==> config.mk <==
export PLATFORM = sky130hd
export DESIGN_NAME = uartTx
export DESIGN_NICKNAME = d
export VERILOG_FILES = /design/src/hdl/hostBusPkg.sv /design/src/hdl/uartPkg.sv /design/src/hdl/uartTx.sv
export VERILOG_INCLUDE_DIRS = /design/src /design/src/hdl
export SDC_FILE = /design/constraint.sdc
export NUM_CORES = 1
export LEC_CHECK = 0
export BUFFER_PORTS_ARGS = -buffer_cell sky130_fd_sc_hd__buf_2
export CAP_MARGIN = 20
export CORE_MARGIN = 1
export CORE_UTILIZATION = 50
export CTS_CLUSTER_DIAMETER = 150
export DETAILED_ROUTE_END_ITERATION = 7
export PLACE_DENSITY = 0.75
export SLEW_MARGIN = 20
export SYNTH_ARGS = -nofsm -noshare
export SYNTH_HDL_FRONTEND = slang
export SYNTH_SLANG_ARGS = --single-unit
==> constraint.sdc <==
create_clock -name clk -period 2.2 [get_ports clk]
set_clock_uncertainty 0.1 [all_clocks]
set_input_delay 0.22 -clock clk [delete_from_list [all_inputs] [get_ports clk]]
set_output_delay 0.22 -clock clk [all_outputs]
set_load 0.01 [all_outputs]
==> src/hdl/host_params.svh <==
`ifndef HOST_PARAMS_SVH
`define HOST_PARAMS_SVH

// ~~~~~~~~~~~~~~~~~~~~~~~~~~~~~~~~~~~~~~~~~~~~~~~~~~
// Memory map
// ~~~~~~~~~~~~~~~~~~~~~~~~~~~~~~~~~~~~~~~~~~~~~~~~~~
// 16 KiB of RAM at 0000 - 3FFF
`define HOST_RAM_AWIDTH 14
// Address bits that must be zero for a RAM hit
`define HOST_RAM_TOP 15:14

// ~~~~~~~~~~~~~~~~~~~~~~~~~~~~~~~~~~~~~~~~~~~~~~~~~~
// I/O map, decoded on the high address byte
// ~~~~~~~~~~~~~~~~~~~~~~~~~~~~~~~~~~~~~~~~~~~~~~~~~~
`define HOST_IO_UART_DATA 8'h00
`define HOST_IO_UART_STAT 8'h02

// Clocks per serial bit, kept short for simulation
`define HOST_BAUD_DIV 8
// Value seen on a read that hits nothing
`define HOST_IDLE_DATA 8'hFF

`endif

==> src/hdl/hostBusPkg.sv <==
`include "host_params.svh"

package hostBusPkg;

    // ~~~~~~~~~~~~~~~~~~~~~~~~~~~~~~~~~~~~~~~~~~~~~~~~~~
    // Plain bus widths
    // ~~~~~~~~~~~~~~~~~~~~~~~~~~~~~~~~~~~~~~~~~~~~~~~~~~
    typedef logic [15:0] cpuAddr_t;
    typedef logic [7:0] cpuData_t;
    typedef logic [`HOST_RAM_AWIDTH-1:0] ramAddr_t;

    // CPU pins as seen by the board, strobes active low
    typedef struct packed {
        cpuAddr_t addr;
        cpuData_t wdata;
        logic     nMreq;
        logic     nIorq;
        logic     nRd;
        logic     nWr;
    } cpuBus_t;

    // One decoded access, valid for a single clock
    typedef struct packed {
        logic     valid;
        logic     rd;
        logic     wr;
        logic     ramSel;
        logic     uartDataSel;
        logic     uartStatSel;
        ramAddr_t ramAddr;
        cpuData_t wdata;
    } busReq_t;

endpackage

==> src/hdl/uartPkg.sv <==
`include "host_params.svh"

package uartPkg;

    // Byte handed to the transmitter
    typedef logic [7:0] uartByte_t;

    // Counts the data bits of a frame
    typedef logic [3:0] bitCount_t;

    // Wide enough to count up to HOST_BAUD_DIV - 1
    typedef logic [$clog2(`HOST_BAUD_DIV)-1:0] baudCount_t;

    // ~~~~~~~~~~~~~~~~~~~~~~~~~~~~~~~~~~~~~~~~~~~~~~~~~~
    // Transmitter FSM
    // ~~~~~~~~~~~~~~~~~~~~~~~~~~~~~~~~~~~~~~~~~~~~~~~~~~
    // IDLE  line high, waiting for a byte
    // START one bit time low
    // DATA  eight bits, LSB first
    // STOP  one bit time high
    typedef enum logic [1:0] {
        IDLE,
        START,
        DATA,
        STOP
    } txState_t;

endpackage

==> src/hdl/uartTx.sv <==
`timescale 1ns/1ns
`include "host_params.svh"

module uartTx import hostBusPkg::*, uartPkg::*; (
    input  logic    clk,
    input  logic    arstN,
    input  busReq_t busReq,
    output logic    busy,
    output logic    txd
);

    localparam baudCount_t BAUD_LAST = baudCount_t'(`HOST_BAUD_DIV - 1);
    localparam bitCount_t  DATA_LAST = bitCount_t'(7);

    txState_t   state;
    baudCount_t baudCnt;
    bitCount_t  bitCnt;
    uartByte_t  shiftReg;
    logic       accept;
    logic       baudEnd;

    // Writes while a frame is out are simply lost
    assign accept  = busReq.valid && busReq.wr && busReq.uartDataSel && (state == IDLE);
    assign baudEnd = (baudCnt == BAUD_LAST);

    // Data byte shifted right once per data bit
    always_ff @(posedge clk) begin
        if (accept) begin
            shiftReg <= uartByte_t'(busReq.wdata);
        end else if (state == DATA && baudEnd) begin
            shiftReg <= shiftReg >> 1;
        end
    end

    // ~~~~~~~~~~~~~~~~~~~~~~~~~~~~~~~~~~~~~~~~~~~~~~~~~~
    // Frame FSM
    // ~~~~~~~~~~~~~~~~~~~~~~~~~~~~~~~~~~~~~~~~~~~~~~~~~~
    always_ff @(posedge clk or negedge arstN) begin
        if (!arstN) begin
            state   <= IDLE;
            baudCnt <= '0;
            bitCnt  <= '0;
            txd     <= 1'b1;
            busy    <= 1'b0;
        end else begin
            case (state)
                IDLE: begin
                    if (accept) begin
                        // Start bit goes out right away
                        state   <= START;
                        baudCnt <= '0;
                        bitCnt  <= '0;
                        txd     <= 1'b0;
                        busy    <= 1'b1;
                    end
                end
                START: begin
                    if (baudEnd) begin
                        state   <= DATA;
                        baudCnt <= '0;
                        txd     <= shiftReg[0];
                    end else begin
                        baudCnt <= baudCnt + 1'b1;
                    end
                end
                DATA: begin
                    if (baudEnd) begin
                        baudCnt <= '0;
                        if (bitCnt == DATA_LAST) begin
                            state <= STOP;
                            txd   <= 1'b1;
                        end else begin
                            // Bit 1 is the next one after this shift
                            bitCnt <= bitCnt + 1'b1;
                            txd    <= shiftReg[1];
                        end
                    end else begin
                        baudCnt <= baudCnt + 1'b1;
                    end
                end
                STOP: begin
                    if (baudEnd) begin
                        // Frame done and busy drops with it
                        state <= IDLE;
                        busy  <= 1'b0;
                    end else begin
                        baudCnt <= baudCnt + 1'b1;
                    end
                end
                default: begin
                    state <= IDLE;
                    txd   <= 1'b1;
                    busy  <= 1'b0;
                end
            endcase
        end
    end

    assert property (@(posedge clk) disable iff (!arstN)
        busy == (state != IDLE));

endmodule

## Word level (Yosys, flattened, before mapping)

Cells that the tools add are included.

| word-level totals | value |
|---|---|
| bits in registers | 19 |
| bits of input ports | 30 |
| output and inout port bits | 2 |
| logic and storage cells | 59 |

| operators by class | value |
|---|---|
| add/sub/neg operators | 2 |
| equality and inequality tests | 12 |
| mux-type cells | 24 |
| reduce and logical (&&, ||, !) cells | 15 |

Operators by type and width:

| kind | number |
|---|---|
| 2-to-1 mux 8 bit | 2 |
| 2-to-1 mux 4 bit | 3 |
| != test 2 bit (second input constant) | 6 |
| 2-to-1 mux 2 bit | 5 |
| 2-to-1 mux 3 bit | 3 |
| case mux 3 bit (3 select lines) | 1 |
| case mux 2 bit (4 select lines) | 1 |
| case mux 4 bit (2 select lines) | 1 |
| AND reduction 4 bit | 2 |
| 2-to-1 mux 1 bit | 6 |
| nonzero test 2 bit | 3 |
| AND reduction 5 bit | 1 |
| adder 4 x 1 -> 4 bit (second input constant) | 1 |
| == test 2 bit (second input constant) | 2 |
| == test 4 x 3 -> 1 bit (second input constant) | 1 |
| logical AND 1 bit | 4 |
| adder 3 x 1 -> 3 bit (second input constant) | 1 |
| == test 3 bit (second input constant) | 1 |
| case mux 1 bit (3 select lines) | 1 |
| AND reduction 3 bit | 1 |
| nonzero test 3 bit | 1 |
| == test 2 x 1 -> 1 bit (second input constant) | 1 |
| logical NOT 2 bit | 1 |
| != test 2 x 1 -> 1 bit (second input constant) | 1 |
| 3 further kinds | 3 |

## Logic depth before layout (Yosys ltp)

| depth | value |
|---|---|
| depth after elaboration | 5 |
| gate-level depth with buffers | 6 |
| mapped depth without buffers | 5 |

## Least setup slack after synthesis

OpenSTA, ideal clock, no wires.

| timing | value |
|---|---|
| kind | register to register |
| from | register state[0] |
| to | register shiftReg[0] (enable) |
| library setup time | 329 ps |
| arrival | 1323 ps |
| required time | 1771 ps |
| slack | 448 ps |
| cell stages (with the launch flop) | 6 |
| buffers on the path | 1 |
| period minus slack after synthesis | 1752 ps |
| path through | dfrtp_1 -> inv_1 -> ha_1 -> nand4_4 -> buf_2 -> nand2_1 |

| between the ends | value |
|---|---|
| longest elaborated chain between the ends | 3 |
| elaborated cells between the ends (all ways) | 5 |
| those cells by class | eq/ne (1); reduce/logical (4) |

Ends and longest elaborated chain:

| item | line | RTL |
|---|---|---|
| start, declared | uartTx.sv:15 | `txState_t state;` |
| start signal, assigned | uartTx.sv:40 | `state <= IDLE;` |
| start signal, assigned | uartTx.sv:50 | `state <= START;` |
| start signal, assigned | uartTx.sv:59 | `state <= DATA;` |
| == test 2 bit / logical NOT 2 bit (equally long branches) | uartTx.sv:30, uartTx.sv:23 |  |
| logical AND 1 bit, on equally long branches | uartTx.sv:30, uartTx.sv:23 |  |
| nonzero test 2 bit (no line) (*) | - |  |
| end signal, assigned | uartTx.sv:29 | `shiftReg <= uartByte_t'(busReq.wdata);` |
| end signal, assigned | uartTx.sv:31 | `shiftReg <= shiftReg >> 1;` |
| end, declared | uartTx.sv:18 | `uartByte_t shiftReg;` |

Every way passes the cells marked *; elsewhere a longest branch is shown, timed or not.
A chain may end at the register's enable or synchronous reset.

## Worst setup path after layout

| timing | value |
|---|---|
| from | register state[0] |
| to | register bitCnt[3] |

| between the ends | value |
|---|---|
| longest elaborated chain between the ends | 4 |
| elaborated cells between the ends (all ways) | 9 |
| those cells by class | eq/ne (4); mux (1); reduce/logical (4) |

Ends and longest elaborated chain:

| item | line | RTL |
|---|---|---|
| logical NOT 2 bit | uartTx.sv:23, uartTx.sv:46 |  |
| logical AND 1 bit | uartTx.sv:23 | `assign accept = busReq.valid && busReq.wr && busReq.uartDataSel && (state == IDLE);` |
| != test 2 bit (no line) | - |  |
| AND reduction 4 bit (no line) | - |  |
| end signal, assigned | uartTx.sv:74 | `bitCnt <= bitCnt + 1'b1;` |
| end, declared | uartTx.sv:17 | `bitCount_t bitCnt;` |

Parallel ways exist; a longest one is shown, timed or not.

==> run summary <==
n_diodes = 0
Slew @ Worst Pin = 0.4369 ns
Setup TNS Final = 0 ns
fin crit share = 92.20%
multiplexer share of the synthesized area = 4.545%
startpoint types = flip-flop
DR WL/cell = 14.68 um
Synth Area in Compound Gates = 17.97%
global-route wire length before repair = 3953 um
pre-CTS setup slack = 0.2230 ns
Detail Placement HPWL = 1700 um
Initial Util = 53.51%
htree depth = 1
Vias/cell = 5.788
largest net degree at the start of global routing = 13
Seq pwr share = 63.9%
number of flops mapped to enable cells by yosys = 8
Clk Latency, worst-skew pair = 0.31 ns
clock transition at the registers of the reported paths = 0.12 ns
CTS tree = done
Filler cells = 209
pwr/cell area = 439.1 mW/mm2
library cells used by synthesis = 47
combinational power share = 3.0%
worst setup margin = 0.1716 ns
xor and xnor area share after synthesis = 0%
most frequent cells in the layout = nand2_1 (23), buf_2 (14), dfrtp_1 (10)
PortBufs = 14
most common flop cell mapped by yosys = dfrtp_1
Yosys Warn Count = 0
NetSw = 0.1308 mW
Critical Path RT = 2.34 ns
die area = 0.002566 mm2
crit path time final = 2.028 ns
Top Ports = 32
vias in the first global route = 932
largest family of logic cells by synthesized area = simple AND/OR/NAND/NOR gates
CTS buffer count = 3
WL final = 2290 um
internal cell power = 0.4440 mW
drc violations = 0
top sig layer = met4
Clk pwr share = 33.1%
Core Rows = 17
RSZ-0062 raised after global routing = false
drt pass-1 iters = 4
max-slew violations = 0
gr ovfl total = 0
slew margin rel. = 70.88%
Multi-input gate area = 600.6 um2
Register Area = 516.7 um2
die width = 50.66 um
simple-gate share of the synthesized area = 19.77%
Final ANT Viol Nets = 0
area of the mapped netlist = 0.001184 mm2
clock root buffer = clkbuf_4
# resized after CTS = 0
Adder-Cell Fraction of Synth Area = 8.457%
Final nets = 167
Core Box Area = 0.002212 mm2
Final Hold Fails = 0
layout cells sized above 1 = 23.44%
Setup Buffers After CTS = 0
hold crit path type = in2reg
CP arrival = 2.17 ns
#FFs+latches synth = 19
DR WL met2 = 1199 um
WL met3 = 86 um
LEAKAGE = 0.5947 nW
CTS sink cnt = 19
met1 WL = 989 um
VDD IR max = 0.0003185 V
syn nets = 149
post-route cell area = 0.001309 mm2
worst setup path class = reg2reg
fmax = 493.0 MHz
Iter 0 DRT Violations = 15
commonest non-fill, non-tap cell in the layout = nand2_1
Critical Path End Type = flip-flop
final setup fails = 0
status = finished, final reports clean
Worst Path Max Fanout = 11
mean post-synth cell area = 10.66 um2
Pwr Total = 0.5747 mW
clock tree buffer depth = 2
Syn Inst Count = 111
Die H = 50.66 um
max_cap viols = 0
Area Overhead vs Synth = 10.57%
Post-CTS Hold Buffers = 1
Vias = 903
initial antenna violation count = 0
Post-synth ARST share = 57.89%
GP Congestion = 0.8317
GRT Overall Usage = 21.23%
placed cell areas = 0.001271 mm2
Sw Ratio = 22.75%
post-synthesis sequential area ratio = 43.66%
## cells in the mapped netlist (2+ instances only)
cell type / instances / area (um2)
a21oi_1: 2 / 10.01
a22o_1: 2 / 17.52
and2_1: 2 / 12.51
buf_2: 2 / 10.01
buf_6: 2 / 22.52
dfrtp_1: 10 / 250.2
edfxtp_1: 8 / 240.2
ha_1: 8 / 100.1
inv_1: 7 / 26.28
mux2_1: 2 / 22.52
mux2i_1: 2 / 20.02
nand2_1: 23 / 86.33
nand3_1: 4 / 20.02
nor2_1: 2 / 7.510
nor3_1: 2 / 10.01
o211ai_1: 2 / 15.01
## state kept, by name, summed over array words and instances (netlist names)
| signal | cells |
|---|---|
| bitCnt | 4 |
| state | 2 |
| shiftReg | 8 |
| busy | 1 |
| baudCnt | 3 |
| txd | 1 |
## power by group through the flow
stage / clock network [mW] / registers [mW] / logic, mW
after CTS: 0.196 / 0.367 / 0.0180
after detailed placement: 0 / 0.374 / 0.0165
after global routing: 0.209 / 0.367 / 0.0198
after floorplan: 0 / 0.374 / 0.000326
final: 0.190 / 0.367 / 0.0174
after global placement: 0 / 0.374 / 0.0159
## cell type report
cell class / count / area share, %
multi-input cells: 80 / 45.89
flip-flops and latches: 19 / 39.48
repair buffers: 18 / 7.839
well taps: 28 / 2.677
inverters: 7 / 2.008
clock buffers: 3 / 1.721
clock inverters: 1 / 0.3824
## critical path, stage by stage, from the launching register on
cell and delay (ns):
dfrtp_1 0.44, inv_1 0.15, ha_1 0.43, nand2_2 0.15, or4_1 0.51, o221ai_2 0.17
## layer usage
| layer | up-vias | GRT usage, % |
|---|---|---|
| li1 | 440 | - |
| met5 | - | 0 |
| met3 | 2 | 6.667 |
| met1 | 442 | 23.22 |
| met2 | 19 | 38.22 |
| met4 | 0 | 7.407 |
## path summary, 6_finish.rpt
path	from	slack [ns]	depth (start not counted)	endpoint
hold reg to reg	bitCnt[0]$_DFFE_PN0P_	0.42	1	bitCnt[0]$_DFFE_PN0P_
min in group asynchronous	arstN	0.20	2	baudCnt[1]$_DFFE_PN0P_
hold / removal	busReq[4]	0.06	3	shiftReg[4]$_DFFE_PP_
setup reg to reg	state[0]$_DFFE_PN0P_	0.17	5	bitCnt[3]$_DFFE_PN0P_
max in group asynchronous	arstN	1.54	2	txd$_DFFE_PN1P_
setup / recovery	state[0]$_DFFE_PN0P_	0.17	5	bitCnt[3]$_DFFE_PN0P_
## stage by stage
stage	instances	hold slack, ns	utilization (%)
2_1_floorplan	111	-0.1756	-
3_3_place_gp	151	0.004669	57.47
3_5_place_dp	151	0.009293	57.47
4_1_cts	156	0.04866	59.16
5_1_grt	156	0.05466	59.16
6_report	156	0.05883	59.16
## cells by family (layout without fill, tap and decap cells)
logic type | after synthesis | after routing
adder cells (fa/ha/maj) | 8 | 8
multiplexers | 5 | 5
AND/OR/NAND/NOR | 44 | 44
AO/OA/AOI/OAI | 23 | 23
flip-flops | 19 | 19
buffers and inverters | 12 | 29
Power figures use the tool's default switching activity.
