--- src/hdl/host_params.svh ---
`ifndef HOST_PARAMS_SVH
`define HOST_PARAMS_SVH

// ~~~~~~~~~~~~~~~~~~~~~~~~~~~~~~~~~~~~~~~~~~~~~~~~~~
// Memory map
// ~~~~~~~~~~~~~~~~~~~~~~~~~~~~~~~~~~~~~~~~~~~~~~~~~~
// 16 KiB of RAM at 0000 - 3FFF
`define HOST_RAM_AWIDTH 14
// Address bits that must be zero for a RAM hit
`define HOST_RAM_TOP 15:14

// ~~~~~~~~~~~~~~~~~~~~~~~~~~~~~~~~~~~~~~~~~~~~~~~~~~
// I/O map, decoded on the high address byte
// ~~~~~~~~~~~~~~~~~~~~~~~~~~~~~~~~~~~~~~~~~~~~~~~~~~
`define HOST_IO_UART_DATA 8'h00
`define HOST_IO_UART_STAT 8'h02

// Clocks per serial bit, kept short for simulation
`define HOST_BAUD_DIV 8
// Value seen on a read that hits nothing
`define HOST_IDLE_DATA 8'hFF

`endif

--- src/hdl/hostBusPkg.sv ---
`include "host_params.svh"

package hostBusPkg;

    // ~~~~~~~~~~~~~~~~~~~~~~~~~~~~~~~~~~~~~~~~~~~~~~~~~~
    // Plain bus widths
    // ~~~~~~~~~~~~~~~~~~~~~~~~~~~~~~~~~~~~~~~~~~~~~~~~~~
    typedef logic [15:0] cpuAddr_t;
    typedef logic [7:0] cpuData_t;
    typedef logic [`HOST_RAM_AWIDTH-1:0] ramAddr_t;

    // CPU pins as seen by the board, strobes active low
    typedef struct packed {
        cpuAddr_t addr;
        cpuData_t wdata;
        logic     nMreq;
        logic     nIorq;
        logic     nRd;
        logic     nWr;
    } cpuBus_t;

    // One decoded access, valid for a single clock
    typedef struct packed {
        logic     valid;
        logic     rd;
        logic     wr;
        logic     ramSel;
        logic     uartDataSel;
        logic     uartStatSel;
        ramAddr_t ramAddr;
        cpuData_t wdata;
    } busReq_t;

endpackage

--- src/hdl/readReturn.sv ---
`timescale 1ns/1ns
`include "host_params.svh"

module readReturn import hostBusPkg::*; (
    input  logic     clk,
    input  logic     arstN,
    input  busReq_t  busReq,
    input  cpuData_t ramRdata,
    input  logic     busy,
    output cpuData_t rdata
);

    logic     rdPend;
    logic     pendRam;
    logic     pendStat;
    cpuData_t statByte;

    // ~~~~~~~~~~~~~~~~~~~~~~~~~~~~~~~~~~~~~~~~~~~~~~~~~~
    // Align the read with RAM output
    // ~~~~~~~~~~~~~~~~~~~~~~~~~~~~~~~~~~~~~~~~~~~~~~~~~~
    always_ff @(posedge clk or negedge arstN) begin
        if (!arstN) begin
            rdPend   <= 1'b0;
            pendRam  <= 1'b0;
            pendStat <= 1'b0;
        end else begin
            rdPend   <= busReq.valid && busReq.rd;
            pendRam  <= busReq.ramSel;
            pendStat <= busReq.uartStatSel;
        end
    end

    // Status byte, busy in bit 0
    assign statByte = {7'b0, busy};

    // Held until the next read comes along
    always_ff @(posedge clk or negedge arstN) begin
        if (!arstN) begin
            rdata <= `HOST_IDLE_DATA;
        end else if (rdPend) begin
            if (pendRam) begin
                rdata <= ramRdata;
            end else if (pendStat) begin
                rdata <= statByte;
            end else begin
                // Unmapped, also the write only data port
                rdata <= `HOST_IDLE_DATA;
            end
        end
    end

endmodule

--- config.mk ---
export PLATFORM = sky130hd
export DESIGN_NAME = readReturn
export DESIGN_NICKNAME = d
export VERILOG_FILES = /design/src/hdl/hostBusPkg.sv /design/src/hdl/readReturn.sv
export VERILOG_INCLUDE_DIRS = /design/src /design/src/hdl
export SDC_FILE = /design/constraint.sdc
export NUM_CORES = 1
export LEC_CHECK = 0
export ABC_AREA = 1
export ABC_CLOCK_PERIOD_IN_PS = 1100
export BUFFER_PORTS_ARGS = -buffer_cell sky130_fd_sc_hd__buf_2
export CORE_MARGIN = 5
export CORE_UTILIZATION = 36
export CTS_BUF_LIST = sky130_fd_sc_hd__clkbuf_8
export DETAILED_ROUTE_END_ITERATION = 8
export GPL_TIMING_DRIVEN = 0
export PLACE_DENSITY = 0.8
export SYNTH_ARGS = -nofsm -noshare
export SYNTH_HDL_FRONTEND = slang
export SYNTH_SLANG_ARGS = --single-unit
--- constraint.sdc ---
create_clock -name clk -period 1.1 [get_ports clk]
set_input_delay 0.22 -clock clk [delete_from_list [all_inputs] [get_ports clk]]
set_output_delay 0.22 -clock clk [all_outputs]
set_load 0.02 [all_outputs]
# == Word level (Yosys, flattened, before mapping) ==
# Cells that the tools add are included.
# W data, S select, Z words.
# word_totals
input_bits,39
latch_bits,0
romBits,0
mem_count,0
ramBits,0
register_bits,11
output_inout_bits,8
# classes
muxes,2
n_div,0
multipliers,0
reduce_logical,1
bitwise,0
eq_ne,0
magnitude_cmp,0
n_shift,0
add_sub_neg,0
# ops
cell,n
$mux W8,2
$logic_and A1 B1 Y1,1

# == Depth between registers and ports, before layout ==
# Gate-level depths: netlist of the first run.
# logic_depth
depth_word,2
ltp_mapped,5

# == Worst setup path after synthesis of the first run ==
# No wires, ideal clock.
# synth_timing
kind,reg2reg
start,register pendRam
end,register rdata[1]
period_less_slack_ns,0.823
setup_time_ns,0.073
arrival_time_ns,0.750
t_required_ns,1.027
path_stages_with_launch,5
setup_slack_ns,0.277
cell_sequence,dfrtp_1 -> buf_6 -> nor2_8 -> nor2_8 -> a21oi_1
# synth_between
elab_chain_len,1
# synth_rtl
element,line_no,rtl
"start, declared",readReturn.sv:14,logic pendRam;
"start signal, assigned",readReturn.sv:28,pendRam <= busReq.ramSel;
$mux W8,readReturn.sv:41,if (pendRam) begin
"end signal, assigned",readReturn.sv:39,rdata <= `HOST_IDLE_DATA;
"end signal, assigned",readReturn.sv:42,rdata <= ramRdata;
"end signal, assigned",readReturn.sv:44,rdata <= statByte;
"end, declared",readReturn.sv:10,output cpuData_t rdata
# No other way between the ends.
# A chain may end at the register's enable or synchronous reset.

# == Worst setup path after layout of the first run ==
# layout_timing
start,register rdata[2]
end,output port rdata[2]
# No word-level cell between the ends.

==> results.toml, run 1 <==
[job]
maxCapViolations = 0

[clocking]
clk_pin_slew_ns = 0.05
cts_tree = "done"
ctsLongestPathBuffers = 2
numCtsBuffers = 3
clock_latency_ns = 0.23
root_buffer = "clkbuf_8"
cts_num_sinks = 11
htreeDepth = 1

[detailed_routing]
vias = 383
drtPass1Iterations = 4
drc_errors = 0
antenna_left = 0
wire_per_inst_um = 11.4
drt_iter0_markers = 5
wl_um = 1010
avgViaCountPerCell = 4.30

[min_path]
hold_path_class = "in -> reg"

[pwr]
power_leakage_nw = 0.371
p_total_mw = 1.18
swShare_pct = 26.7
ir_worst_vdd_mv = 1.37
sequentialPowerShare_pct = 44.1
clock_power_share_pct = 33.1
p_int_uw = 862
power_density_nw_per_um2 = 1630
power_frac_comb_pct = 22.8
p_sw_uw = 314

[floorplanning]
row_count = 13
ios = 47
die_y_um = 46.7
fp.dieArea_um2 = 2180
initial_core_util_pct = 37.8
fp.dieW_um = 46.7
fp.coreArea_um2 = 1280

[setup_path]
crit_type = "reg -> out"
path_buf_inv = 1
worst-endpoint-required_ns = 0.88
critPathTopFamily = "flip-flops"
critPathCaptureType = "primary output"
r2r_slack_ns = 0.20
cpMaxStageDelayCell = "dfstp_2"
start_kind = "flip-flop"
worstPathMaxFanout = 2
crit_chain = "buf_6"
crit_arrival_ns = 0.89
cpPeakStageDelay_ns = 0.54

[synthesis]
synth-adder-area-share_pct = 0
syn_area_per_cell_um2 = 10.3
synth-simple-area-share_pct = 22.9
yosysSeqAreaShare_pct = 58.8
synth-seq-cells = 11
muxShareOfSynthArea_pct = 0
synth_cell_types = 10
syn-num-nets = 86
netlist_area_um2 = 485
synth_top_family_by_area = "simple AND/OR/NAND/NOR gates"
ys_warn_count = 0
synth_cells = 47
synth-xor-area-share_pct = 0
synth_compound_area_share_pct = 9.79

[timing]
tns_ns = -0.0225
tightest_slew_ns = 0.244
period_share_pct = 101
fin_ws_ns = -0.0140
rsz0062_at_grt = "yes"
fin_skew_ns = 0.00233
setup_viol = 4
final_max_slew_viol_count = 0
layout_min_cycle_time_ns = 1.11
fmax_mhz = 898
hold_viol_final = 0
max_slew_margin_pct = 83.7

[cells_and_area]
layout-drive-gt1-share_pct = 54.1
diodes = 0
layout_commonest_cell = "buf_2"
final_util_pct = 56.0
finalNetCount = 114
final_cell_mix = "buf_2, nand2_1, buf_6"
final_area_um2 = 719
synthToLayoutAreaGrowth_pct = 48.2

[grt]
gr-total-overflow = 0
grt_pass1_wl_um = 1680
grt.total_usage_pct = 11.0
antenna_found_initial = 0
grt_max_degree = 12
grt_pass1_vias = 413

[placed_design]
io_buffer_count = 22
dp_hpwl_um = 759
gp_congestion = 0.672
placed_cell_area_um2 = 614

[run_status]
violations = "negative setup slack"
status = "complete, but fails checks"
## sequential cells by signal (all words and copies together) (netlist names)
register and count:
pendRam 1, pendStat 1, rdPend 1, rdata 8
## kinds of logic after synthesis
kind of cell,count (synthesis)
compound gates,8
buf+inv,7
flops,11
simple gates,21
## area by class of cell
class	instances	area [um^2]
Timing Repair Buffer	23	170
Multi-Input combinational cell	29	159
Sequential cell	11	285
Inverter	5	18.8
Clock buffer	3	41.3
Buffer	2	22.5
Clock inverter	1	3.75
Fill cell	115	566
Tap cell	15	18.8
## path summary, 6_finish.rpt
path | startpoint | endpoint | cells after the start
min in group asynchronous | arstN | rdPend$_DFF_PN0_ | 2
max | rdata[2]$_DFFE_PN1P_ | rdata[2] | 1
min | busReq[22] | pendStat$_DFF_PN0_ | 1
max in group asynchronous | arstN | rdata[3]$_DFFE_PN1P_ | 2
max reg2reg | pendRam$_DFF_PN0_ | rdata[4]$_DFFE_PN1P_ | 4
min reg2reg | rdata[5]$_DFFE_PN1P_ | rdata[5]$_DFFE_PN1P_ | 2
## synthesized netlist by cell type
master	count	area (um^2)
nand2_1	11	41.3
dfstp_2	8	210
nor2_1	8	30.0
a21oi_1	6	30.0
inv_1	4	15.0
dfrtp_1	3	75.1
a21oi_2	2	17.5
buf_6	2	22.5
nor2_8	2	40.0
inv_2	1	3.75
## per-stage QoR
stage | hold WS (ns) | setup WS (ns) | instances
2_1_floorplan | -0.0756 | 0.277 | 47
3_3_place_gp | 0.0935 | 0.217 | 84
3_5_place_dp | 0.101 | 0.205 | 84
4_1_cts | 0.0860 | -0.0133 | 89
5_1_grt | 0.0948 | -0.0374 | 89
6_report | 0.0886 | -0.0140 | 89
## metal layers
metal / share of wire (%) / track usage [%] / vias up
met2: 45 / 17.3 / 24
met3: 14 / 5.47 / 0
li1: - / - / 196
met1: 40 / 13.4 / 163
met4: 0 / 3.31 / 0
met5: 0 / 0 / -
## power groups by stage
stage / Combinational [mW] / Clock, mW / Sequential [mW]
6_report: 0.268 / 0.389 / 0.519
5_1_grt: 0.290 / 0.424 / 0.525
4_1_cts: 0.272 / 0.401 / 0.520
3_5_place_dp: 0.221 / 0 / 0.513
3_3_place_gp: 0.215 / 0 / 0.509
2_1_floorplan: 0.0797 / 0 / 0.568
## what timing repair did
item | 4_1_cts | 5_1_grt
endpoints found under the setup margin | 8 | 8
hold buffers | 1 | 0
setup buffers | 0 | 0
resized for setup | 16 | 0
endpoints found under the hold margin | 3 | 0
No activity file was read; power rests on OpenSTA's default activity.
==> run 2: changes to the inputs <==
--- a/config.mk
+++ b/config.mk
@@ -7,9 +7,8 @@
 export NUM_CORES = 1
 export LEC_CHECK = 0
 export ABC_AREA = 1
-export ABC_CLOCK_PERIOD_IN_PS = 1100
 export BUFFER_PORTS_ARGS = -buffer_cell sky130_fd_sc_hd__buf_2
-export CORE_MARGIN = 5
+export CORE_MARGIN = 2
 export CORE_UTILIZATION = 36
 export CTS_BUF_LIST = sky130_fd_sc_hd__clkbuf_8
 export DETAILED_ROUTE_END_ITERATION = 8
==> run 2 against run 1 <==
  * The run still ends with negative setup slack left
  * Power hardly changed
  * Die area is 24% lower
  * Clock skew is 0.0010 ns lower
  * Combinational power is 2% higher
  * Count of clock-buffer cells in the layout stayed put
  * Worst setup slack better by 0.0047 ns
  * First-iteration DRC count stayed put
  * Utilization is 0.58 points higher
  * Design area is 1.0% higher
  * Final cell count is 1.1% higher
==> results.toml, run 2 (synthesis gave the netlist of run 1 again) <==
[setup_path]
crit_arrival_ns = 0.89
critPathCaptureType = "primary output"
worstPathMaxFanout = 2
crit_type = "reg -> out"
worst-endpoint-required_ns = 0.88
critPathTopFamily = "flip-flops"
cpPeakStageDelay_ns = 0.54
start_kind = "flip-flop"
crit_chain = "buf_6"
cpMaxStageDelayCell = "dfstp_2"
path_buf_inv = 1

[placed_design]
dp_hpwl_um = 666
pre_cts_slack_ns = 0.201
io_buffer_count = 22
placed_cell_area_um2 = 614
gp_congestion = 0.645
dpl.cell_count = 84

[clocking]
htreeDepth = 1
ctsLongestPathBuffers = 2
numCtsBuffers = 3
root_buffer = "clkbuf_8"
clk_pin_slew_ns = 0.05
clock_latency_ns = 0.23
cts_num_sinks = 11
cts_tree = "done"

[pwr]
sequentialPowerShare_pct = 44.1
p_int_uw = 867
power_density_nw_per_um2 = 1620
power_frac_comb_pct = 23.3
clock_power_share_pct = 32.5
p_total_mw = 1.18
power_leakage_nw = 0.376
p_sw_uw = 308
ir_worst_vdd_mv = 0.904
swShare_pct = 26.2

[cells_and_area]
final_util_pct = 56.6
synthToLayoutAreaGrowth_pct = 49.7
largest_reg_flops = 8
final_cell_mix = "buf_2, nand2_1, buf_6"
layout-drive-gt1-share_pct = 54.7
final_area_um2 = 727
layout_commonest_cell = "buf_2"
finalNetCount = 115
diodes = 0
fill_cells = 107
largest-register = "rdata"
instances_no_fill = 90

[timing]
layout_min_cycle_time_ns = 1.11
period_share_pct = 101
max_slew_margin_pct = 83.7
rsz0062_at_grt = "yes"
tightest_slew_ns = 0.244
setup_viol = 4
fin_ws_ns = -0.00926
tns_ns = -0.0164
fin_skew_ns = 0.00134
whs_ns = 0.0926
hold_viol_final = 0
fmax_mhz = 902
final_max_slew_viol_count = 0

[grt]
grt.total_usage_pct = 15.1
grt_max_degree = 12
antenna_found_initial = 0
grt_pass1_wl_um = 1560
gr-total-overflow = 0
grt_pass1_vias = 392

[detailed_routing]
drc_errors = 0
antenna_left = 0
wl_um = 935
vias = 388
drtPass1Iterations = 2
wire_per_inst_um = 10.4
avgViaCountPerCell = 4.31
drt_iter0_markers = 5

[floorplanning]
die_y_um = 40.7
initial_core_util_pct = 37.8
row_count = 13
fp.dieArea_um2 = 1660
fp.dieW_um = 40.7
fp.coreArea_um2 = 1280
ios = 47

[run_status]
status = "complete, but fails checks"
violations = "negative setup slack"

[min_path]
hold_path_class = "in -> reg"

[job]
maxCapViolations = 0
run 2: final timing paths:
path	startpoint	slack (ns)	cells past startpoint	to
worst max-delay path	rdata[7]$_DFFE_PN1P_	-0.009	1	rdata[7]
worst min-delay path	busReq[22]	0.09	1	pendStat$_DFF_PN0_
worst max register to register	pendRam$_DFF_PN0_	0.22	4	rdata[4]$_DFFE_PN1P_
worst min register to register	rdata[5]$_DFFE_PN1P_	0.50	2	rdata[5]$_DFFE_PN1P_
max in group asynchronous	arstN	0.46	2	rdata[0]$_DFFE_PN1P_
min in group asynchronous	arstN	0.38	2	rdPend$_DFF_PN0_
run 2: layout make-up:
cell class | count | area [um^2] | share of cell area, %
sequential | 11 | 285 | 39.2
timing repair buffer | 24 | 178 | 24.4
multi-input combinational | 29 | 159 | 21.9
clock buffer | 3 | 41.3 | 5.68
buffer | 2 | 22.5 | 3.10
inverter | 5 | 18.8 | 2.58
tap | 15 | 18.8 | 2.58
clock inverter | 1 | 3.75 | 0.516
run 2: repair_timing:
item / 4_1_cts / 5_1_grt
setup buffers: 1 / 0
gates resized for setup: 16 / 0
hold endpoints to repair: 3 / 0
endpoints found under the setup margin: 8 / 8
hold buffers: 1 / 0
pin swaps: 0 / 0
run 2: power by group through the flow:
stage | sequential [mW] | clock, mW | combinational, mW
5_1_grt | 0.525 | 0.424 | 0.300
3_3_place_gp | 0.510 | 0 | 0.213
2_1_floorplan | 0.568 | 0 | 0.0797
3_5_place_dp | 0.513 | 0 | 0.218
6_report | 0.519 | 0.382 | 0.274
4_1_cts | 0.519 | 0.403 | 0.277
run 2: per-layer routing:
layer | track usage [%] | up-vias | wire length [um]
met5 | 0 | - | 0
met4 | 10.0 | 0 | 4
met3 | 4.35 | 2 | 60
met2 | 25.4 | 15 | 473
met1 | 16.2 | 172 | 397
li1 | - | 199 | -
