$ cat src/hdl/host_params.svh
`ifndef HOST_PARAMS_SVH
`define HOST_PARAMS_SVH

// ~~~~~~~~~~~~~~~~~~~~~~~~~~~~~~~~~~~~~~~~~~~~~~~~~~
// Memory map
// ~~~~~~~~~~~~~~~~~~~~~~~~~~~~~~~~~~~~~~~~~~~~~~~~~~
// 16 KiB of RAM at 0000 - 3FFF
`define HOST_RAM_AWIDTH 14
// Address bits that must be zero for a RAM hit
`define HOST_RAM_TOP 15:14

// ~~~~~~~~~~~~~~~~~~~~~~~~~~~~~~~~~~~~~~~~~~~~~~~~~~
// I/O map, decoded on the high address byte
// ~~~~~~~~~~~~~~~~~~~~~~~~~~~~~~~~~~~~~~~~~~~~~~~~~~
`define HOST_IO_UART_DATA 8'h00
`define HOST_IO_UART_STAT 8'h02

// Clocks per serial bit, kept short for simulation
`define HOST_BAUD_DIV 8
// Value seen on a read that hits nothing
`define HOST_IDLE_DATA 8'hFF

`endif

$ cat src/hdl/hostBusPkg.sv
`include "host_params.svh"

package hostBusPkg;

    // ~~~~~~~~~~~~~~~~~~~~~~~~~~~~~~~~~~~~~~~~~~~~~~~~~~
    // Plain bus widths
    // ~~~~~~~~~~~~~~~~~~~~~~~~~~~~~~~~~~~~~~~~~~~~~~~~~~
    typedef logic [15:0] cpuAddr_t;
    typedef logic [7:0] cpuData_t;
    typedef logic [`HOST_RAM_AWIDTH-1:0] ramAddr_t;

    // CPU pins as seen by the board, strobes active low
    typedef struct packed {
        cpuAddr_t addr;
        cpuData_t wdata;
        logic     nMreq;
        logic     nIorq;
        logic     nRd;
        logic     nWr;
    } cpuBus_t;

    // One decoded access, valid for a single clock
    typedef struct packed {
        logic     valid;
        logic     rd;
        logic     wr;
        logic     ramSel;
        logic     uartDataSel;
        logic     uartStatSel;
        ramAddr_t ramAddr;
        cpuData_t wdata;
    } busReq_t;

endpackage

$ cat src/hdl/busDecode.sv
`timescale 1ns/1ns
`include "host_params.svh"

module busDecode import hostBusPkg::*; (
    input  logic    clk,
    input  logic    arstN,
    input  cpuBus_t cpuBus,
    output busReq_t busReq
);

    // Bus at rest with all strobes released
    localparam cpuBus_t BUS_IDLE = '{addr: '0, wdata: '0, nMreq: 1'b1, nIorq: 1'b1,
                                     nRd: 1'b1, nWr: 1'b1};

    cpuBus_t busSample;
    logic    accessOpen;
    logic    memAcc;
    logic    ioAcc;
    logic    strobeOn;
    logic    accStart;
    busReq_t nextReq;

    // ~~~~~~~~~~~~~~~~~~~~~~~~~~~~~~~~~~~~~~~~~~~~~~~~~~
    // Pin sampling
    // ~~~~~~~~~~~~~~~~~~~~~~~~~~~~~~~~~~~~~~~~~~~~~~~~~~
    always_ff @(posedge clk or negedge arstN) begin
        if (!arstN) begin
            busSample <= BUS_IDLE;
        end else begin
            busSample <= cpuBus;
        end
    end

    // Memory cycles win over I/O if both strobes show up
    assign memAcc   = !busSample.nMreq;
    assign ioAcc    = !busSample.nIorq && busSample.nMreq;
    assign strobeOn = (memAcc || ioAcc) && (!busSample.nRd || !busSample.nWr);
    // First active cycle only
    assign accStart = strobeOn && !accessOpen;

    // Held open until both rd and wr are back high
    always_ff @(posedge clk or negedge arstN) begin
        if (!arstN) begin
            accessOpen <= 1'b0;
        end else if (accStart) begin
            accessOpen <= 1'b1;
        end else if (busSample.nRd && busSample.nWr) begin
            accessOpen <= 1'b0;
        end
    end

    // ~~~~~~~~~~~~~~~~~~~~~~~~~~~~~~~~~~~~~~~~~~~~~~~~~~
    // Address decode
    // ~~~~~~~~~~~~~~~~~~~~~~~~~~~~~~~~~~~~~~~~~~~~~~~~~~
    always_comb begin
        nextReq             = '0;
        nextReq.valid       = accStart;
        nextReq.rd          = !busSample.nRd;
        nextReq.wr          = !busSample.nWr;
        // RAM only in the low 16K of memory space
        nextReq.ramSel      = memAcc && (busSample.addr[`HOST_RAM_TOP] == '0);
        // I/O selects look at the high address byte
        nextReq.uartDataSel = ioAcc && (busSample.addr[15:8] == `HOST_IO_UART_DATA);
        nextReq.uartStatSel = ioAcc && (busSample.addr[15:8] == `HOST_IO_UART_STAT);
        nextReq.ramAddr     = busSample.addr[`HOST_RAM_AWIDTH-1:0];
        nextReq.wdata       = busSample.wdata;
    end

    always_ff @(posedge clk or negedge arstN) begin
        if (!arstN) begin
            busReq <= '0;
        end else begin
            busReq <= nextReq;
        end
    end

    // The CPU never reads and writes in one access
    assert property (@(posedge clk) disable iff (!arstN)
        busReq.valid |-> !(busReq.rd && busReq.wr));

    assert property (@(posedge clk) disable iff (!arstN)
        busReq.valid |-> $onehot0({busReq.ramSel, busReq.uartDataSel, busReq.uartStatSel}));

endmodule

$ cat config.mk
export PLATFORM = sky130hd
export DESIGN_NAME = busDecode
export DESIGN_NICKNAME = d
export VERILOG_FILES = /design/src/hdl/hostBusPkg.sv /design/src/hdl/busDecode.sv
export VERILOG_INCLUDE_DIRS = /design/src /design/src/hdl
export SDC_FILE = /design/constraint.sdc
export NUM_CORES = 1
export LEC_CHECK = 0
export ABC_AREA = 1
export CORE_MARGIN = 2
export CORE_UTILIZATION = 46
export CTS_CLUSTER_SIZE = 16
export DETAILED_ROUTE_END_ITERATION = 10
export DONT_BUFFER_PORTS = 1
export PLACE_DENSITY = 0.68
export SYNTH_ARGS = -nofsm -noshare
export SYNTH_HDL_FRONTEND = slang
export SYNTH_SLANG_ARGS = --single-unit
$ cat constraint.sdc
create_clock -name clk -period 1.3 [get_ports clk]
set_clock_uncertainty 0.15 [all_clocks]
set_input_delay 0.26 -clock clk [delete_from_list [all_inputs] [get_ports clk]]
set_output_delay 0.26 -clock clk [all_outputs]
set_load 0.05 [all_outputs]
# After elaboration in Yosys (flattened, before gate mapping)
# Cells that the tools add are included.
# word_totals
reg_bits,57
in_bits,30
output_inout_bits,28
elab_cells,35
# classes
eq_ne,1
n_mux,2
n_reduce_logical,17
# ops
operator,count
"equality test 8 x 2 -> 1 bit, second input constant",1
logical NOT 8 bit,1
logical AND 1 bit,7
logical NOT 1 bit,5
logical NOT 2 bit,1
logical OR 1 bit,2
2-to-1 mux 1 bit,2
nonzero test 2 bit,1

# Depth between registers and ports, before layout
# Gate-level depths: netlist of run 1.
# logic_depth
ltp_word,6
depth_mapped,5
depth_no_buf,5

# Worst setup path before layout of run 1
# OpenSTA, ideal clock, no wires.
# synth_path
kind,flip-flop to flip-flop
from,register busSample[3] (netlist name)
to,register busReq[23] (netlist name)
setup_time_ps,71
t_arrival_ps,790
slack_ps,289
stages_incl_launch_ff,5
path_cell_list,dfstp_2 > nand2_1 > nor2_1 > nand2_1 > nor2_1
# synth_lines
item,line,rtl
from (decl),busDecode.sv:15,cpuBus_t busSample;
from (signal assigned),busDecode.sv:30,busSample <= cpuBus;
to (signal assigned),busDecode.sv:73,busReq <= nextReq;
to (decl),busDecode.sv:8,output busReq_t busReq

# Worst setup path after layout of run 1
# layout_path
from,register busReq[15] (netlist name)
to,output busReq[15] (netlist name)
# No word-level cell between the ends.

==> impl_results.md, run 1 <==
* Delay-heaviest family, CP: flip-flops
* Cell Chain, Critical Path: buf_6
* Drt first-iter violations at 20
* Final non-filler cell total at between 150 and 200
* Synth Area in Compound Gates at 0.891%
* Core area at approximately 3300 µm²
* Setup crit start: busReq[15]$_DFF_PN0_
* Final hold violation count at 57
* Switching power at 778 µW
* Fmax at roughly 760 MHz
* Seq pwr share at just under 60%
* Mapped Area at between 1500 and 2000 µm²
* Clock latency on the worst-skew pair at 370 ps
* Placer Congestion at about 0.57
* Setup crit end kind: output pin
* Post-synth EDFFs at 0
* H-tree levels at 3
* Power Internal at around 2.7 mW
* DP HPWL at 1.38 mm
* Worst slack, placed at ~210 ps
* Grt ovf at 0
* Design Power at 3.51 mW
* Routed wire length at ~2.4 mm
* Synthesized instance count at between 80 and 90
* Largest family of logic cells by synthesized area: simple AND/OR/NAND/NOR gates
* Slew margin rel. at between 80% and 90%
* Pin count of the biggest net entering global routing at between 50 and 60
* Worst hold path type: in2async
* CTS clock-pin slew for the worst setup and hold paths at around 90 ps
* Synth top area share at between 80% and 90%
* Total iterations of the first detailed-routing run at 4
* Placed Instances at ~130
* Diodes inserted at 0
* Worst path bufs/invs at 1
* RR Startpoint: busSample[3]$_DFF_PN1_
* GRT Util Overall at around 15%
* Syn_nets at about 110
* TritonCTS clock tree: built
* Max VDD drop at around 0.0011 V
* Seq/Total Area, Yosys at between 90 and 100%
* # port buffers at 0
* Initial antenna violation count at 0
* Switch share at roughly 22%
* First-pass GRT wire length at around 3.7 mm
* Post-Synth Adder-Cell Area at 0%
* Worst Hold Slack at -582 ps
* Nets at roughly 160
* Total number of vias at 761
* Setup CP Type: reg2out
* Share of cells above drive strength 1 at 36.6%
* Syn. warnings at 0
* CTS Sinks at 57
* Final slew viol count at 0
* Slowest stage delay, CP at between 300 and 400 ps
* Syn_area_per_cell at around 18 µm²
* Yosys reg bits at between 50 and 60
* CP max stage cell: dfrtp_1
* Crit path max fanout at 1
* Hold-fix buffers at CTS at 28
* Initial core utilization at 47.0%
* Routed wire per std cell at ~14 µm
* Critical Path AT at 910 ps
* PwrDens at between 1500 and 2000 nW/µm²
* Final setup violation count at 16
* Die Y at 61.9 µm
* # IOs at a little under 60
* Top cells by count, synth: 53 x dfrtp_1, 12 x inv_1, 7 x nand2_1, 4 x dfstp_2, 4 x nor2_1
* Top cell type by total area after synthesis: dfrtp_1
* Most used DFF post-synth: dfrtp_1
* Top cells by area, synth: dfrtp_1 86%, dfstp_2 6.8%, inv_1 2.9%
* FFs w/ async S/R, synth at 100%
* Area growth syn-to-layout at 37.0%
* Least-Margin Pin Slew at about 260 ps
* Root Buffer: clkbuf_4
* FP Rows at 21
* RSZ-0062 raised after global routing: yes
* DRC viols at 0
* Number of global-route vias before repair at about 830
* Setup slack after layout at -19.9 ps
* Post-Synth Simple-Gate Area at roughly 3.5%
* Netlist cell types at 9
* Status: complete, but fails checks
* CP Launch Type: flop
* Die width at between 60 and 70 µm
* Final ANT Viol Nets at 0
* Maximum clock path buffer count at 2
* Vias per cell at around 4.3
* Failing checks: hold timing, setup timing
* Count leader, synth: dfrtp_1
* Mux cell area share after synthesis at 0%
* Pleak at 0.962 nW
* Clock power share at 38.5%
* Post-route minimum period at between 1000 and 1500 ps
* Finished Core Util at 64.4%
* Crit path required time at about 900 ps
* Die area at 3840 µm²
* Final period util at 102%
* Combinational power share at about 3.6%
* Max-cap violation count at 0
* TritonCTS Buffers at 9
* Synth Area in XOR/XNOR at 0%
## logic make-up after synthesis
logic type | count (synthesis)
AOI/OAI and AO/OA | 2
buffers and inverters | 12
DFF | 57
and+or+nand+nor | 13
## repair_timing
item | 4_1_cts | 5_1_grt
setup endpoints to repair | 28 | 28
buffers inserted | 0 | 0
resized for setup | 28 | 0
endpoints found under the hold margin | 85 | 57
## power groups by stage
stage / Clock (mW) / Sequential, mW / Combinational (mW)
detailed placement: 0 / 2.06 / 0.0531
floorplan: 0 / 2.07 / 0.0159
finish: 1.35 / 2.03 / 0.126
CTS: 1.41 / 2.04 / 0.125
global placement: 0 / 2.06 / 0.0516
global route: 1.49 / 2.05 / 0.134
## cells in the final DEF (no fill, tap or decap)
| cell | n |
|---|---|
| dfrtp_1 | 29 |
| dlygate4sd3_1 | 28 |
| dfrtp_2 | 24 |
| inv_1 | 12 |
| clkbuf_4 | 9 |
| nand2_1 | 7 |
| nor2_1 | 4 |
| dfstp_2 | 4 |
| clkbuf_8 | 4 |
| buf_6 | 4 |
| a211oi_1 | 1 |
| or2_1 | 1 |
| nor2_2 | 1 |
| a31oi_1 | 1 |
| bufinv_16 | 1 |
| clkinv_2 | 1 |
## metrics by stage
step	setup TNS (ps)	instance area [µm²]
floorplan	0	1540
global placement	0	1630
detailed placement	0	1630
CTS	-1250	2110
global route	-1660	2110
finish	-93.9	2110
## flip-flops by register name, indices dropped and copies added (netlist names)
name,cells
accessOpen,1
busReq,28
busSample,28
## metal layers
metal | share of wire [%] | wire length, µm | vias up | global-route usage (%)
met5 | 0 | 0 | - | 0
met2 | 55 | 1340 | 37 | 23.6
met4 | 1.0 | 25 | 0 | 8.21
li1 | - | - | 337 | -
met1 | 35 | 857 | 383 | 14.6
met3 | 8.3 | 200 | 4 | 12.4
## area by class of cell
cell class / instances / area [µm²]
clock buffer: 13 / 123
clock inverter: 2 / 35.0
fill: 240 / 1170
inverter: 12 / 45.0
multi-input combinational: 15 / 67.6
sequential: 57 / 1460
tap: 46 / 57.6
timing repair buffer: 32 / 325
## final timing paths
| check | end | slack, ps | cells past startpoint |
|---|---|---|---|
| setup / recovery | busReq[15] | -20 | 1 |
| hold / removal | busReq[23]$_DFF_PN0_ | -580 | 0 |
| setup reg to reg | busReq[22]$_DFF_PN0_ | 170 | 4 |
| hold reg to reg | busReq[4]$_DFF_PN0_ | 200 | 0 |
| max in group asynchronous | busSample[1]$_DFF_PN1_ | 1400 | 0 |
| min in group clk | busReq[4]$_DFF_PN0_ | 200 | 0 |
No activity file was read; power rests on OpenSTA's default activity.
==> run 2: changes to the inputs <==
Settings changed: PLACE_DENSITY 0.68 to not set, RECOVER_POWER set to 100.
==> impl_results.md, run 2 (synthesis gave the netlist of run 1 again) <==
* DRC viols at 0 (unchanged)
* DP HPWL at 1.29 mm (-6.6%)
* Routed wire length at 2.24 mm (-7.5%)
* Area of the multi-input gates at 67.6 µm² (unchanged)
* Failing checks: hold timing, setup timing
* Placer Congestion at 0.649 (+14%)
* Finished Core Util at 63.0% (-1.3 points)
* Commonest cells after routing, fill and taps aside: 28 x dfrtp_1, 28 x dlygate4sd3_1, 25 x dfrtp_2, 12 x inv_1, 9 x clkbuf_4
* Post-route minimum period at 1320 ps (-0.301 ps)
* Final hold violation count at 57 (unchanged)
* Setup crit end kind: output pin
* Crit path required time at 890 ps (about the same)
* Switching power at 753 µW (-3.1%)
* Combinational power share at 3.5% (about the same)
* Nets at 156 (-0.64%)
* Maximum clock path buffer count at 2 (unchanged)
* Final non-filler cell total at 177 (unchanged)
* Fmax at 758 MHz (about the same)
* Share of cells above drive strength 1 at 32.1% (-4.6 points)
* Clock power share at 33.8% (-4.7 points)
* Pleak at 0.933 nW (-3.0%)
* FP Rows at 21 (unchanged)
* Power Internal at 2.50 mW (-8.5%)
* Cell Chain, Critical Path: buf_6
* Routed wire per std cell at 12.7 µm (-7.5%)
* Crit path max fanout at 1 (unchanged)
* CTS Sinks at 57 (unchanged)
* CP max stage cell: dfrtp_1
* Initial antenna violation count at 0 (unchanged)
* Final slew viol count at 0 (unchanged)
* Die area at 3840 µm² (unchanged)
* Largest regs: busReq: 28 flops, busSample: 28 flops, accessOpen: 1 flops
* # port buffers at 0 (unchanged)
* Register area at 1460 µm² (about the same)
* Grt ovf at 0 (unchanged)
* Vias per cell at 4.32 (+0.39%)
* First-pass GRT wire length at 3.39 mm (-7.5%)
* Hold-fix buffers at CTS at 28 (unchanged)
* Delay-heaviest family, CP: flip-flops
* Die Y at 61.9 µm (unchanged)
* Setup CP Type: reg2out
* Least-Margin Pin Slew at 257 ps (-4.80 ps)
* RSZ-0062 raised after global routing: yes
* Die width at 61.9 µm (unchanged)
* Max-cap violation count at 0 (unchanged)
* FILL cells at 251 (+4.6%)
* Placed Instances at 133 (-0.75%)
* Setup repair bufs after CTS at 0 (unchanged)
* Core area at 3280 µm² (unchanged)
* TritonCTS clock tree: built
* Number of global-route vias before repair at 783 (-5.3%)
* Slowest stage delay, CP at 380 ps (about the same)
* Total number of vias at 764 (+0.39%)
* Clock latency on the worst-skew pair at 380 ps (about the same)
* PwrDens at 1570 nW/µm² (-5.4%)
* CP Launch Type: flop
* Switch share at 23.2% (+1.0 points)
* GRT Util Overall at 14.5% (-0.91 points)
* Area growth syn-to-layout at 34.1%
* Slew margin rel. at 82.9% (+0.32 points)
* H-tree levels at 3 (unchanged)
* TritonCTS Buffers at 9 (unchanged)
* Worst Hold Slack at -582 ps (-0.132 ps)
* CTS clock-pin slew for the worst setup and hold paths at 90 ps (about the same)
* Drt first-iter violations at 44 (+120%)
* Total iterations of the first detailed-routing run at 2 (-2)
* Diodes inserted at 0 (unchanged)
* Initial core utilization at 47.0% (unchanged)
* Seq pwr share at 62.7% (+4.8 points)
* # IOs at 58 (unchanged)
* Setup slack after layout at -19.6 ps (+0.301 ps)
* Final ANT Viol Nets at 0 (unchanged)
* Final period util at 102% (about the same)
* Worst path bufs/invs at 1 (unchanged)
* Status: complete, but fails checks
* Pin count of the biggest net entering global routing at 58 (unchanged)
* Worst hold path type: in2async
* Root Buffer: clkbuf_4
* Max VDD drop at 0.000978 V (-8.4%)
* Critical Path AT at 910 ps (about the same)
* Final TNS setup at -125 ps (-31.2 ps)
* Final setup violation count at 13 (-3)
==> run 2: changes by cell type in the layout (fill, tap and decap cells not counted), sizes merged <==
cell	change
buf	-1
bufinv	-1
clkbuf	+3
clkinv	-1
==> run 2: path summary, 6_finish.rpt <==
kind                            cells past startpoint  slack (ps)                 endpoint                   start
worst max-delay path                                1         -20                busReq[4]     busReq[4]$_DFF_PN0_
worst min-delay path                                0        -580  busSample[21]$_DFF_PN0_                   arstN
worst max register to register                      4         170     busReq[22]$_DFF_PN0_  busSample[3]$_DFF_PN1_
worst min register to register                      0         200      busReq[0]$_DFF_PN0_  busSample[4]$_DFF_PN0_
max in group asynchronous                           0        1390   busSample[1]$_DFF_PN1_                   arstN
min in group clk                                    0         200      busReq[0]$_DFF_PN0_  busSample[4]$_DFF_PN0_
==> run 2: layout make-up <==
type | count | share of cell area, %
Multi-Input combinational cell | 15 | 3.26
Tap cell | 46 | 2.78
Timing Repair Buffer | 31 | 15.2
Clock buffer | 16 | 5.98
Sequential cell | 57 | 70.6
Inverter | 12 | 2.18
==> run 2: power groups by stage <==
| stage | Sequential (mW) | Clock, mW | Combinational, mW |
|---|---|---|---|
| 2_1_floorplan | 2.07 | 0 | 0.0159 |
| 3_3_place_gp | 2.06 | 0 | 0.0435 |
| 3_5_place_dp | 2.07 | 0 | 0.0448 |
| 4_1_cts | 2.04 | 1.15 | 0.115 |
| 5_1_grt | 2.05 | 1.24 | 0.124 |
| 6_report | 2.04 | 1.10 | 0.114 |
==> run 2: layer usage <==
metal / track usage (%) / up-vias / wire length (µm)
met1: 10.9 / 373 / 701
li1: - / 337 / -
met4: 8.21 / 0 / 52
met3: 14.9 / 5 / 327
met2: 22.7 / 49 / 1160
met5: 0 / - / 0
==> run 2: metrics by stage <==
| step | worst slack, ps | instance area [µm²] | total power, mW |
|---|---|---|---|
| 5_1_grt | -92.7 | 2070 | 3.41 |
| 4_1_cts | -54.0 | 2070 | 3.31 |
| 3_5_place_dp | 220 | 1620 | 2.11 |
| 6_report | -19.6 | 2070 | 3.25 |
| 3_3_place_gp | 270 | 1620 | 2.11 |
| 2_1_floorplan | 289 | 1540 | 2.09 |
==> run 2: repair_timing <==
| action | CTS | global route |
|---|---|---|
| gates cloned | 0 | 0 |
| pin swaps | 0 | 0 |
| resized for setup | 28 | 0 |
| setup endpoints to repair | 28 | 28 |
| endpoints found under the hold margin | 85 | 57 |
==> run 3: changes to the inputs <==
Settings changed: CORE_UTILIZATION 46 to 63, PLACE_DENSITY set to 0.79, TNS_END_PERCENT set to 10.
Clock period 1.3 ns to 1.66 ns, I/O delays scaled along.
==> impl_results.md, run 3 (synthesis gave the netlist of run 1 again) <==
* Crit path max fanout at 1 (unchanged)
* Combinational power share at 2.8% (-0.7 points)
* Fmax at around 660 MHz
* Drt first-iter violations at 4 (-91%)
* DP HPWL at 1.27 mm (-1.3%)
* # IOs at 58 (unchanged)
* Metal1 wirelength at 1.07 mm (+53%)
* Root Buffer: clkbuf_4
* Met3 wire length at 210 µm (-36%)
* Post-route minimum period at roughly 1500 ps
* Die width at 53.5 µm (-14%)
* Worst Hold Slack at -510 ps (+72.1 ps)
* Pin count of the biggest net entering global routing at 58 (unchanged)
* Share of cells above drive strength 1 at 13.3% (-19 points)
* Leading cell type in the layout, fill and taps excluded: dfrtp_1
* TritonCTS clock tree: built
* Design Power at 2.61 mW (-20%)
* Setup slack after layout at 152 ps (+172 ps)
* Total iterations of the first detailed-routing run at 4 (+2)
* Setup crit end kind: output pin
* Routed wire per std cell at 18.1 µm (+43%)
* Final non-filler cell total at 157 (-11%)
* Final TNS setup at 0 ps (+125 ps)
* First-pass GRT wire length at 4.35 mm (+28%)
* Total number of vias at 767 (+0.39%)
* Area growth syn-to-layout at 29.4%
* Crit path required time at 1180 ps (+290 ps)
* H-tree levels at 3 (unchanged)
* CP Launch Type: flop
* Switch share at 24.4% (+1.2 points)
* Initial antenna violation count at 0 (unchanged)
* Hold-fix buffers at CTS at 28 (unchanged)
* Finished Core Util at 88.6% (+26 points)
* Metal2 WL at 1.50 mm (+29%)
* Reg2reg setup slack at 500 ps (+330 ps)
* Seq pwr share at 61.5% (-1.2 points)
* Max VDD drop at 0.00103 V (+5.4%)
* Clock power share at 35.8% (+2.0 points)
* DRC viols at 0 (unchanged)
* CTS Sinks at 57 (unchanged)
* Worst hold path type: in2async
* Register area at 1430 µm² (-2.1%)
* Placed Instances at 112 (-16%)
* Final ANT Viol Nets at 0 (unchanged)
* Die area at 2860 µm² (-25%)
* Pleak at 0.954 nW (+2.2%)
* Area of the multi-input gates at 67.6 µm² (unchanged)
* Clock latency on the worst-skew pair at 370 ps (about the same)
* Commonest cells after routing, fill and taps aside: 53 x dfrtp_1, 28 x dlygate4sd3_1, 12 x inv_1, 9 x clkbuf_4, 7 x nand2_1
* Least-Margin Pin Slew at 480 ps (+223 ps)
* GRT Util Overall at 24.5% (+10 points)
* Switching power at 637 µW (-15%)
* Reg-to-reg endpoint: busReq[22]$_DFF_PN0_
* Placer Congestion at 0.675 (+4.1%)
* Max-cap violation count at 0 (unchanged)
* Failing checks: hold timing
* Largest regs: busReq: 28 flops, busSample: 28 flops, accessOpen: 1 flops
* Final hold violation count at 57 (unchanged)
* # port buffers at 0 (unchanged)
* Setup repair bufs after CTS at 0 (unchanged)
* TritonCTS Buffers at 9 (unchanged)
* Vias per cell at 4.89 (+13%)
* Final setup violation count at 0 (-13)
* PwrDens at 1310 nW/µm² (-17%)
* Initial core utilization at 68.5% (+21 points)
* Routed wire length at 2.85 mm (+27%)
* FP Rows at 17 (-19%)
* Grt ovf at 0 (unchanged)
* Number of global-route vias before repair at 853 (+8.9%)
* R2r worst-path depth at 4 (unchanged)
* Maximum clock path buffer count at 2 (unchanged)
* RR Startpoint: busSample[3]$_DFF_PN1_
* Final period util at about nine tenths
* Power Internal at 1.98 mW (-21%)
* Status: complete, but fails checks
* Die Y at 53.5 µm (-14%)
* Post-CTS Resized at 0 (-100%)
* Worst slack, placed at 557 ps (+338 ps)
* Core area at 2250 µm² (-31%)
* Final slew viol count at 0 (unchanged)
* Top Layer Used: met4
* CTS clock-pin slew for the worst setup and hold paths at 90 ps (about the same)
* Slew margin rel. at 68.0% (-15 points)
* Placed instance area at 1580 µm² (-2.8%)
* FILL cells at 99 (-61%)
* Nets at 153 (-1.9%)
* Finished Cell Area at 2000 µm² (-3.5%)
* Setup CP Type: reg2out
* RSZ-0062 raised after global routing: no
* Critical Path AT at 1030 ps (+120 ps)
run 3: cell type report:
type	instances	share of cell area, %
repair buffers	28	14.0
inverters	12	2.25
flip-flops and latches	57	71.6
clock buffers	14	6.32
clock inverters	2	0.501
well taps	28	1.75
diodes	1	0.125
multi-input cells	15	3.38
run 3: how the worst max path moves through the flow:
stage	depth (start not counted)	end	from	slack [ps]
global route	0	busReq[13]	busReq[13]$_DFF_PN0_	110
finish	0	busReq[24]	busReq[24]$_DFF_PN0_	150
global placement	0	busReq[17]	busReq[17]$_DFF_PN0_	570
CTS	0	busReq[13]	busReq[13]$_DFF_PN0_	140
detailed placement	0	busReq[13]	busReq[13]$_DFF_PN0_	560
floorplan	0	busReq[0]	busReq[0]$_DFF_PN0_	590
run 3: metal layers:
layer / vias to the layer above / global-route usage [%]
met5: - / 0
met4: 0 / 14.1
met3: 7 / 10.7
met2: 47 / 38.5
met1: 384 / 27.9
li1: 329 / -
run 3: power groups by stage:
stage	Combinational (mW)	Clock (mW)	Sequential (mW)
after floorplan	0.0124	0	1.62
after global placement	0.0137	0	1.63
after detailed placement	0.0146	0	1.63
after CTS	0.0673	0.930	1.61
after global routing	0.0783	1.02	1.61
final	0.0725	0.934	1.61
